--- src/design/keypad_consts.svh ---
`ifndef KEYPAD_CONSTS_SVH
`define KEYPAD_CONSTS_SVH

// scan pacing timer
`define SCAN_LFSR_WIDTH 4
`define SCAN_LFSR_SEED 4'b0001
`define SCAN_TICK_PATTERN 4'b1000

// consecutive equal single-key scans before a key is accepted
`define KEY_DEBOUNCE_SCANS 3

// first column of a scan, bit 3 driven low
`define COL_FIRST 4'b0111

// operator codes on the Operator output
`define OP_MUL 3'b100
`define OP_SIGN 3'b001
`define OP_ADD 3'b010
`define OP_SUB 3'b011
`define OP_EXTRA 3'b110

`endif

--- src/design/keypadPkg.sv ---
package keypadPkg;

    // what a decoded key means to the consumer
    typedef enum logic [1:0] {
        keyDigit    = 2'b00,  // 0..9, value in KeyValue
        keyOperator = 2'b01,  // op code in KeyValue[2:0]
        keyEqual    = 2'b10   // equal sign, no value
    } keyClassT;

    // scanner FSM states
    // stateScan and stateWaitRelease both walk the columns. Only the first
    // one feeds the debounce check, and the second one just waits for an
    // empty keypad.
    typedef enum logic [1:0] {
        stateScan        = 2'b00,  // collecting a snapshot
        stateCheck       = 2'b01,  // one cycle, debounce compare
        stateWaitRead    = 2'b10,  // KeyRdy high, timer held
        stateWaitRelease = 2'b11   // scanning until no key is seen
    } scanStateT;

endpackage

--- src/design/keyDecoder.sv ---
`timescale 1ns/1ns
`include "keypad_consts.svh"

module keyDecoder (
    input  logic [15:0]         Snapshot,
    output logic                SingleKey,
    output keypadPkg::keyClassT KeyClass,
    output logic [3:0]          KeyValue
);

    import keypadPkg::*;

    logic [15:0] pressed;
    logic [3:0]  keyIndex;

    assign pressed   = ~Snapshot;  // rows pull low on a press
    assign SingleKey = $onehot(pressed);

    // position of the pressed key, bit 4c+r
    always_comb begin
        keyIndex = '0;
        for (int i = 0; i < 16; i++) begin
            if (pressed[i]) begin
                keyIndex = 4'(i);
            end
        end
    end

    always_comb begin
        case (keyIndex)
            4'd3, 4'd11, 4'd12, 4'd13, 4'd15: KeyClass = keyOperator;
            4'd14:                            KeyClass = keyEqual;
            default:                          KeyClass = keyDigit;
        endcase
    end

    // column 0: 1 4 7 *, column 1: 2 5 8 0, column 2: 3 6 9 #, column 3: A B C D
    always_comb begin
        case (keyIndex)
            4'd0:    KeyValue = 4'd1;
            4'd1:    KeyValue = 4'd4;
            4'd2:    KeyValue = 4'd7;
            4'd3:    KeyValue = {1'b0, `OP_MUL};   // *
            4'd4:    KeyValue = 4'd2;
            4'd5:    KeyValue = 4'd5;
            4'd6:    KeyValue = 4'd8;
            4'd7:    KeyValue = 4'd0;
            4'd8:    KeyValue = 4'd3;
            4'd9:    KeyValue = 4'd6;
            4'd10:   KeyValue = 4'd9;
            4'd11:   KeyValue = {1'b0, `OP_SIGN};  // # flips the sign
            4'd12:   KeyValue = {1'b0, `OP_ADD};   // A
            4'd13:   KeyValue = {1'b0, `OP_SUB};   // B
            4'd15:   KeyValue = {1'b0, `OP_EXTRA}; // D
            default: KeyValue = 4'd0;              // C is the equal sign
        endcase
    end

endmodule

--- src/design/keyOutputRegister.sv ---
`timescale 1ns/1ns

module keyOutputRegister (
    input  logic                Clock,
    input  logic                Reset,
    input  logic                Load,
    input  keypadPkg::keyClassT KeyClass,
    input  logic [3:0]          KeyValue,
    output logic [3:0]          Number,
    output logic [2:0]          Operator,
    output logic                EqualSign
);

    import keypadPkg::*;

    // each key class touches only its own outputs
    always_ff @(posedge Clock or negedge Reset) begin
        if (!Reset) begin
            Number    <= '0;
            Operator  <= '0;
            EqualSign <= 1'b0;
        end
        else if (Load) begin
            case (KeyClass)
                keyDigit: begin
                    Number    <= KeyValue;
                    EqualSign <= 1'b0;
                end
                keyOperator: begin
                    Operator  <= KeyValue[2:0];
                    EqualSign <= 1'b0;
                end
                keyEqual: begin
                    EqualSign <= 1'b1;  // Number and Operator stay for the result
                end
                default: begin
                    EqualSign <= EqualSign;
                end
            endcase
        end
    end

    loadClassLegal : assert property (
        @(posedge Clock) disable iff (!Reset)
        Load |-> KeyClass inside {keyDigit, keyOperator, keyEqual}
    ) else $error("illegal key class on Load");

endmodule

--- src/design/keypadInterface.sv ---
`timescale 1ns/1ns

module keypadInterface (
    input  logic       Clock,
    input  logic       Reset,
    input  logic [3:0] RowIn,
    output logic [3:0] ColOut,
    output logic       KeyRdy,
    input  logic       KeyRd,
    output logic [3:0] Number,
    output logic [2:0] Operator,
    output logic       EqualSign
);

    import keypadPkg::*;

    logic        tick;
    logic        timerClear;
    logic [15:0] snapshot;
    logic        singleKey;
    keyClassT    keyClass;
    logic [3:0]  keyValue;
    logic        load;

    scanTimer u_scanTimer (
        .Clock (Clock),
        .Reset (Reset),
        .Clear (timerClear),
        .Tick  (tick)
    );

    keypadScanner u_keypadScanner (
        .Clock      (Clock),
        .Reset      (Reset),
        .RowIn      (RowIn),
        .ColOut     (ColOut),
        .Tick       (tick),
        .TimerClear (timerClear),
        .Snapshot   (snapshot),
        .SingleKey  (singleKey),
        .Load       (load),
        .KeyRdy     (KeyRdy),
        .KeyRd      (KeyRd)
    );

    keyDecoder u_keyDecoder (
        .Snapshot  (snapshot),
        .SingleKey (singleKey),
        .KeyClass  (keyClass),
        .KeyValue  (keyValue)
    );

    keyOutputRegister u_keyOutputRegister (
        .Clock     (Clock),
        .Reset     (Reset),
        .Load      (load),
        .KeyClass  (keyClass),
        .KeyValue  (keyValue),
        .Number    (Number),
        .Operator  (Operator),
        .EqualSign (EqualSign)
    );

endmodule

--- src/design/keypadScanner.sv ---
`timescale 1ns/1ns
`include "keypad_consts.svh"

module keypadScanner (
    input  logic        Clock,
    input  logic        Reset,
    input  logic [3:0]  RowIn,
    output logic [3:0]  ColOut,
    input  logic        Tick,
    output logic        TimerClear,
    output logic [15:0] Snapshot,
    input  logic        SingleKey,
    output logic        Load,
    output logic        KeyRdy,
    input  logic        KeyRd
);

    import keypadPkg::*;

    localparam int CountWidth = $clog2(`KEY_DEBOUNCE_SCANS + 1);

    scanStateT             state;
    logic                  settle;          // first tick of a column seen
    logic [15:0]           prevSnapshot;
    logic [CountWidth-1:0] matchCount;
    logic [CountWidth-1:0] matchCountNext;
    logic                  lastColumn;
    logic                  scanEmpty;

    assign lastColumn = (ColOut == 4'b1110);
    // full scan with the rows of column 0 still on the pins
    assign scanEmpty = &{Snapshot[15:4], RowIn};

    // debounce count for the snapshot just completed
    always_comb begin
        if (!SingleKey) begin
            matchCountNext = '0;
        end
        else if (Snapshot == prevSnapshot) begin
            matchCountNext = matchCount + 1'b1;
        end
        else begin
            matchCountNext = CountWidth'(1);  // new key, first sighting
        end
    end

    // load the output register on the same edge that raises KeyRdy
    assign Load = (state == stateCheck)
               && (matchCountNext == CountWidth'(`KEY_DEBOUNCE_SCANS));

    always_ff @(posedge Clock or negedge Reset) begin
        if (!Reset) begin
            state        <= stateScan;
            ColOut       <= `COL_FIRST;
            settle       <= 1'b0;
            Snapshot     <= '1;
            prevSnapshot <= '1;
            matchCount   <= '0;
            KeyRdy       <= 1'b0;
            TimerClear   <= 1'b0;
        end
        else begin
            case (state)
                stateScan, stateWaitRelease: begin
                    if (Tick) begin
                        if (!settle) begin
                            settle <= 1'b1;  // let the rows settle
                        end
                        else begin
                            settle <= 1'b0;
                            for (int c = 0; c < 4; c++) begin
                                if (!ColOut[c]) begin
                                    Snapshot[4*c +: 4] <= RowIn;
                                end
                            end
                            ColOut <= {ColOut[0], ColOut[3:1]};  // next column down
                            if (lastColumn) begin
                                if (state == stateScan) begin
                                    state <= stateCheck;
                                end
                                else if (scanEmpty) begin
                                    state <= stateScan;  // keypad released
                                end
                            end
                        end
                    end
                end
                stateCheck: begin
                    if (Load) begin
                        matchCount   <= '0;
                        prevSnapshot <= '1;
                        KeyRdy       <= 1'b1;
                        TimerClear   <= 1'b1;
                        state        <= stateWaitRead;
                    end
                    else begin
                        matchCount   <= matchCountNext;
                        prevSnapshot <= Snapshot;
                        state        <= stateScan;
                    end
                end
                stateWaitRead: begin
                    if (KeyRd) begin
                        KeyRdy     <= 1'b0;
                        TimerClear <= 1'b0;
                        state      <= stateWaitRelease;
                    end
                end
                default: begin
                    state <= stateScan;
                end
            endcase
        end
    end

    // exactly one column driven low at a time
    colOneLow : assert property (
        @(posedge Clock) disable iff (!Reset)
        $onehot(~ColOut)
    ) else $error("ColOut does not have exactly one low bit");

    // the consumer must strobe KeyRd before KeyRdy may fall
    rdyHeld : assert property (
        @(posedge Clock) disable iff (!Reset)
        KeyRdy && !KeyRd |=> KeyRdy
    ) else $error("KeyRdy dropped without KeyRd");

    // a load closes a complete pass over all four columns
    loadAfterScan : assert property (
        @(posedge Clock) disable iff (!Reset)
        Load |-> ColOut == `COL_FIRST && !settle
    ) else $error("Load without a completed column scan");

endmodule

--- src/design/scanTimer.sv ---
`timescale 1ns/1ns
`include "keypad_consts.svh"

module scanTimer (
    input  logic Clock,
    input  logic Reset,
    input  logic Clear,
    output logic Tick
);

    logic [`SCAN_LFSR_WIDTH-1:0] lfsr;
    logic                        feedback;

    // taps on the top and bottom bits give all 15 nonzero states
    assign feedback = lfsr[`SCAN_LFSR_WIDTH-1] ^ lfsr[0];

    always_ff @(posedge Clock or negedge Reset) begin
        if (!Reset) begin
            lfsr <= `SCAN_LFSR_SEED;
        end
        else if (Clear) begin
            lfsr <= `SCAN_LFSR_SEED;  // parked while the scanner waits
        end
        else begin
            lfsr <= {lfsr[`SCAN_LFSR_WIDTH-2:0], feedback};
        end
    end

    // one cycle per LFSR period
    assign Tick = (lfsr == `SCAN_TICK_PATTERN);

    // the all-zero state would stop the scan for good
    lfsrNeverZero : assert property (
        @(posedge Clock) disable iff (!Reset)
        lfsr != '0
    ) else $error("scan LFSR locked up at zero");

endmodule

--- config.mk ---
export PLATFORM = sky130hd
export DESIGN_NAME = keypadInterface
export DESIGN_NICKNAME = d
export VERILOG_FILES = /design/src/design/keypadPkg.sv /design/src/design/keyDecoder.sv /design/src/design/keyOutputRegister.sv /design/src/design/keypadInterface.sv /design/src/design/keypadScanner.sv /design/src/design/scanTimer.sv
export VERILOG_INCLUDE_DIRS = /design/src /design/src/design
export SDC_FILE = /design/constraint.sdc
export NUM_CORES = 1
export LEC_CHECK = 0
export ABC_AREA = 1
export BUFFER_PORTS_ARGS = -buffer_cell sky130_fd_sc_hd__buf_2
export CORE_MARGIN = 2
export CORE_UTILIZATION = 45
export CTS_CLUSTER_SIZE = 14
export DETAILED_ROUTE_END_ITERATION = 8
export GPL_TIMING_DRIVEN = 1
export HOLD_SLACK_MARGIN = 0.1
export SKIP_LAST_GASP = 1
export SLEW_MARGIN = 40
export SYNTH_ARGS = -nofsm -noshare
export SYNTH_HDL_FRONTEND = slang
export SYNTH_SLANG_ARGS = --single-unit
--- constraint.sdc ---
create_clock -name Clock -period 5.8 [get_ports Clock]
set_clock_uncertainty 0.1 [all_clocks]
set_input_delay 1.16 -clock Clock [delete_from_list [all_inputs] [get_ports Clock]]
set_output_delay 1.16 -clock Clock [all_outputs]
set_load 0.01 [all_outputs]
; Word level (Yosys, flattened, before mapping)
; Memory sizes are Yosys's and may differ from the RTL's.
; Index checks and enable logic that the tools add are counted.
[word_totals]
reg_bits = 54
output_inout_bits = 13
inputBits = 7
elab_cells = 113
mem_bits_ro = 64
n_memories = 1
[classes]
eq_ne = 22
n_bitwise = 6
add_sub_neg = 16
muxes = 34
n_reduce_logical = 20
[mem_list]
columns = name, depth, width, rd, rd_clocked_by_memory_dff, write_ports, line
row1 = (no name shown), 16, 4, 1, 0, 0, keyDecoder.sv:39  ; case (keyIndex)
[ops]
columns = cell, count
row1 = 2-to-1 mux 4 bit, 9
row2 = adder 5 bit, 7
row3 = equality test 4 bit (second input constant), 7
row4 = 2-to-1 mux 2 bit, 12
row5 = adder 1 x 1 -> 2 bit, 8
row6 = equality test 16 bit, 1
row7 = 2-to-1 mux 16 bit, 1
row8 = inverter 16 bit, 1
row9 = AND reduction 16 bit, 1
row10 = AND reduction 4 bit, 4
row11 = 2-to-1 mux 3 bit, 4
row12 = equality test 2 bit (second input constant), 4
row13 = AND reduction 2 bit, 4
row14 = != test 2 bit (second input constant), 3
row15 = case mux 2 bit (3 select lines), 1
row16 = AND reduction 3 bit, 2
row17 = equality test 5 x 1 -> 1 bit (second input constant), 1
row18 = AND reduction 5 bit, 1
row19 = OR reduction 5 bit, 1
row20 = equality test 2 x 1 -> 1 bit (second input constant), 2
row21 = equality test 4 x 2 -> 1 bit (second input constant), 1
row22 = logical NOT 2 bit, 2
row23 = 2-to-1 mux 1 bit, 4
row24 = != test 2 x 1 -> 1 bit (second input constant), 2
row25 = 9 further kinds, 15

; Depth between registers and ports, before layout
[depth]
depth_word = 23
mapped_depth = 21
mapped_depth_nobuf = 21

; Hierarchy
; From an unflattened synthesis, not the netlist that was laid out.
[hier_totals]
cells_unflattened = 480
hier_area_um2 = 3584.7
[modules_own_cells]
columns = module, cells_each, seq_area_each_um2, area_per_inst_um2, n_inst
row1 = keypadScanner, 311, 1094.8, 2307.2, 1
row2 = keyDecoder, 113, 0.0, 763.2, 1
row3 = keyOutputRegister, 39, 200.2, 357.8, 1
row4 = scanTimer, 17, 101.3, 156.4, 1

; Least setup slack after synthesis
; Ideal clock, no wire load.
[synth_timing]
kind = register -> register
from = register u_keypadScanner.Snapshot[0]
to = register u_keyOutputRegister.Number[0]
required_ns = 5.583
stages_incl_launch_ff = 19
synth_period_minus_slack_ns = 4.797
slack_ns = 1.003
setup_time_ns = 0.117
n_path_buf = 0
arrival_ns = 4.579
path_cell_list = dfstp_2 > inv_1 > ha_1 > inv_1 > fa_1 > fa_1 > fa_1 > inv_1 > fa_1 > ha_1 > fa_1 > xor2_1 > nor4b_1 > and3_2 > nand4_4 > nor2_8 > nand3_2 > nand2_1 > nand2_1
[synth_between]
elab_chain_len = 10
elab_cells_between_ends = 12
cone_classes = add/sub (4) / eq/ne (3) / mux (2) / bitwise (1) / reduce/logical (2)
[synth_rtl]
columns = item, line
row1 = start: declaration, keypadScanner.sv:11  ; output logic [15:0] Snapshot,
row2 = start signal: indexed assignment, keypadScanner.sv:73  ; Snapshot[4*c +: 4] <= RowIn;
row3 = inverter 16 bit, keyDecoder.sv:16  ; assign pressed = ~Snapshot;
row4 = adder 1 x 1 -> 2 bit (implied by the code), keyDecoder.sv:17  ; assign SingleKey = $onehot(pressed);
row5 = adder 5 bit (implied by the code) (3 in series), keyDecoder.sv:17
row6 = equality test 5 x 1 -> 1 bit, keyDecoder.sv:17
row7 = 2-to-1 mux 2 bit *, keypadScanner.sv:36  ; if (!SingleKey) begin
row8 = equality test 2 bit *, keypadScanner.sv:49  ; && (matchCountNext == CountWidth'(`KEY_DEBOUNCE_SCANS));
row9 = logical AND 1 bit *, keypadScanner.sv:48  ; assign Load = (state == stateCheck)
row10 = AND reduction 2 bit (no source line) *, --
row11 = end signal: assignment, keyOutputRegister.sv:26  ; Number <= KeyValue;
row12 = end: declaration, keyOutputRegister.sv:9  ; output logic [3:0] Number,
; Mark *: on every way between the ends. The rest lies on a longest branch, timed or not.
; A chain may end at the register's enable or synchronous reset.

; Final worst setup path
[layout_timing]
from = register u_keypadScanner.Snapshot[6]
to = register u_keypadScanner.TimerClear
[layout_between]
elab_chain_len = 11
elab_cells_between_ends = 13
cone_classes = add/sub (4) / eq/ne (4) / mux (2) / bitwise (1) / reduce/logical (2)
[layout_rtl]
columns = item, line
row1 = inverter 16 bit, keyDecoder.sv:16
row2 = adder 1 x 1 -> 2 bit (implied by the code), keyDecoder.sv:17
row3 = adder 5 bit (implied by the code) (3 in series), keyDecoder.sv:17
row4 = equality test 5 x 1 -> 1 bit, keyDecoder.sv:17
row5 = 2-to-1 mux 2 bit *, keypadScanner.sv:36
row6 = equality test 2 bit *, keypadScanner.sv:49
row7 = logical AND 1 bit *, keypadScanner.sv:48
row8 = != test 2 bit (no source line) *, --
row9 = AND reduction 3 bit (no source line) *, --
row10 = end signal: assignment, keypadScanner.sv:60  ; TimerClear <= 1'b0;
row11 = end signal: assignment, keypadScanner.sv:93  ; TimerClear <= 1'b1;
row12 = end signal: assignment, keypadScanner.sv:105  ; TimerClear <= 1'b0;
row13 = end: declaration, keypadScanner.sv:10  ; output logic TimerClear,
; Marks and branches as above.

==> impl_metrics.py <==
metrics = {
    "routing": {
        "ant_nets": 0,
        "wl_um": 7050,
        "num_vias": 2491,
        "post_drt_wl_per_cell_um": 14.0,
        "viasPerCell": 4.94,
        "drtIter0Drc": 107,
        "drcViolationCount": 0,
        "drt-pass1-iter-count": 4,
    },
    "grt": {
        "antenna_found_initial": 0,
        "grt_pass1_wl_um": 12400,
        "grt_max_degree": 55,
        "grt.overflow.total": 0,
        "grt_pass1_vias": 2598,
        "grt.total_usage_pct": 18.6,
    },
    "die": {
        "ioPinCount": 20,
        "die-width_um": 90.9,
        "die-area_mm2": 0.00827,
        "core_mm2": 0.00729,
        "fp.dieH_um": 90.9,
        "initial_core_util_pct": 46.6,
        "num_rows": 31,
    },
    "status": {
        "outcome": "complete, no violations",
    },
    "layout": {
        "fill_cells": 716,
        "multi_input_area_mm2": 0.00168,
        "area_delta_synth_final_pct": 8.31,
        "layout-drive-gt1-share_pct": 23.0,
        "final-seq-area_mm2": 0.00140,
        "antenna_cells": 0,
        "fin_nets": 446,
        "final_cell_mix": "nand2_1, inv_1, dfstp_2, ha_1, o21ai_0",
        "layout_commonest_cell": "nand2_1",
    },
    "timing": {
        "min_period_ns": 5.14,
        "rsz0062_at_grt": "false",
        "finalSetupViolCount": 0,
        "fmax_mhz": 195,
        "tightest_slew_ns": 0.853,
        "finalMaxSlewViolations": 0,
        "finalHoldViolCount": 0,
        "period_share_pct": 88.6,
        "relSlewSlack_pct": 43.2,
        "finalSetupTns_ns": 0,
    },
    "synthesis": {
        "netlist.area_leader.share_pct": 27.8,
        "synth.avg_cell_area_um2": 8.93,
        "ys_seq_area_share_pct": 41.1,
        "syn_inst": 381,
        "synth_cell_types": 43,
        "syn_nets": 423,
        "synth_edf_count": 0,
        "yosys_most_used_dff": "dfstp_2",
        "synth_seq_cells": 54,
        "yosysWarnings": 0,
        "synth.area.top_cells": "dfstp_2, dfrtp_1, ha_1",
        "yosys.area.top_type": "dfstp_2",
        "async_flop_share_pct": 100,
        "synth.cell_area_mm2": 0.00340,
    },
    "worst_setup_path": {
        "r2r_cells": 18,
        "critical_path_class": "flip-flop to flip-flop",
        "critPathMaxStageDelay_ns": 0.61,
        "cp.arrival_ns": 5.25,
        "required_ns": 5.92,
        "crit_fanout": 19,
        "start_kind": "flip-flop",
        "critPathCaptureType": "flip-flop",
        "cp_cell_sequence": "inv_2, ha_1, inv_1, fa_1, inv_1, fa_1, fa_1, fa_1, ha_1, fa_1, xor2_1, nor4b_1, and3_2, nand4_4, nand2_4, o211ai_1, nand2_1, nand2_1",
        "crit_top_cell": "fa_1",
        "cp_slowest_cell": "dfstp_2",
    },
    "placement": {
        "post-dp-hpwl_um": 5220,
        "place_congestion": 0.836,
        "portBuffers": 19,
    },
    "clocking": {
        "ctsHoldBuffers": 0,
        "clk_latency_ns": 0.31,
        "tritoncts": "built",
        "numCtsBuffers": 5,
        "clkSinkCount": 54,
        "postCtsSetupRepairBufs": 0,
        "cts-root-buf": "clkbuf_8",
        "cts_buffer_depth": 2,
        "clkTransAtPathRegs_ns": 0.10,
        "cts_max_level": 2,
        "ctsResizeCount": 0,
    },
    "run": {
        "drv_cap": 0,
    },
    "hold_path": {
        "min_path_cells": 1,
        "min_path_type": "flip-flop to flip-flop",
    },
}
[per-layer routing]
metal / vias up / track usage (%) / wire length (µm)
met2: 37 / 30.9 / 3300
met5: - / 0 / 0
met3: 14 / 2.32 / 143
li1: 1250 / - / -
met4: 0 / 5.68 / 145
met1: 1190 / 25.6 / 3470
[stage by stage]
stage                     cells  util, %  area [µm²]  worst slack, ns  hold slack [ns]
after global placement      496     49.3        3600            0.730            0.294
after floorplan             381        -        3400             1.00            0.291
after detailed placement    496     49.3        3600            0.633            0.321
after global routing        504     50.5        3680            0.324            0.382
final                       504     50.5        3680            0.664            0.334
after CTS                   504     50.5        3680            0.616            0.336
[critical path, delay by kind of cell (launching register included)]
kind                       cells  cell delay, ns
xor gates and xnor gates       1            0.17
buffers and inverters          3            0.18
AOI/OAI and AO/OA              1            0.13
DFF                            1            0.61
adders and majority gates      7            2.82
and+or+nand+nor                6            1.03
[sequential cells by signal, summed over array words and instances, names as in the netlist]
signal	count
u_keypadScanner.matchCount	2
u_keyOutputRegister.EqualSign	1
u_scanTimer.lfsr	4
u_keypadScanner.TimerClear	1
u_keypadScanner.prevSnapshot	16
u_keyOutputRegister.Number	4
u_keypadScanner.ColOut	4
u_keypadScanner.Snapshot	16
u_keypadScanner.settle	1
u_keyOutputRegister.Operator	3
u_keypadScanner.state	2
[cell type report]
cell class,count,share of cell area (%)
repair buffers,20,2.79
well taps,99,3.36
clock buffers,6,1.97
clock inverters,2,0.374
multi-input cells,245,45.6
flip-flops and latches,54,37.9
inverters,78,8.05
[logic make-up (layout without fill, tap and decap cells)]
| family | count (synthesis) | in the layout | share of synthesized area [%] |
|---|---|---|---|
| fa+ha+maj | 35 | 35 | 15.3 |
| flops | 54 | 54 | 41.1 |
| buf+inv | 82 | 106 | 9.60 |
| xor+xnor | 13 | 13 | 3.35 |
| mux | 1 | 1 | 0.294 |
| simple gates | 140 | 140 | 21.2 |
| compound gates | 56 | 56 | 9.23 |
[synth_stat cells, types with 2 or more instances]
library cell  number
nand3_2            2
o21ai_1            5
fa_1              11
o21ai_0           21
o21a_1             2
a21oi_1            8
nand2_4            2
or2_0              3
dfrtp_1           18
dfstp_2           36
nand3_1           13
buf_6              2
nor3_1             3
o22ai_1           17
nand4_1            6
inv_1             62
nor2_1            18
nand4_4            2
xor2_1             3
xnor2_1           10
nand2_1           79
nand2_2            2
ha_1              24
inv_2             13
[path summary, 6_finish.rpt]
path                                                          from  slack, ns                                endpoint
max                        u_keypadScanner.Snapshot[6]$_DFFE_PN1P_       0.66  u_keypadScanner.TimerClear$_DFFE_PN0P_
min                                  u_scanTimer.lfsr[3]$_DFF_PN0_       0.33           u_scanTimer.lfsr[0]$_DFF_PN1_
max reg2reg                u_keypadScanner.Snapshot[6]$_DFFE_PN1P_       0.66  u_keypadScanner.TimerClear$_DFFE_PN0P_
min reg2reg                          u_scanTimer.lfsr[3]$_DFF_PN0_       0.33           u_scanTimer.lfsr[0]$_DFF_PN1_
max in group asynchronous                                    Reset       4.28   u_keypadScanner.ColOut[3]$_DFFE_PN0P_
min in group asynchronous                                    Reset       0.87    u_keypadScanner.state[0]$_DFFE_PN0P_
Power is not shown: default switching activity piles up to over one toggle a cycle in this logic, so the estimate is an artifact.
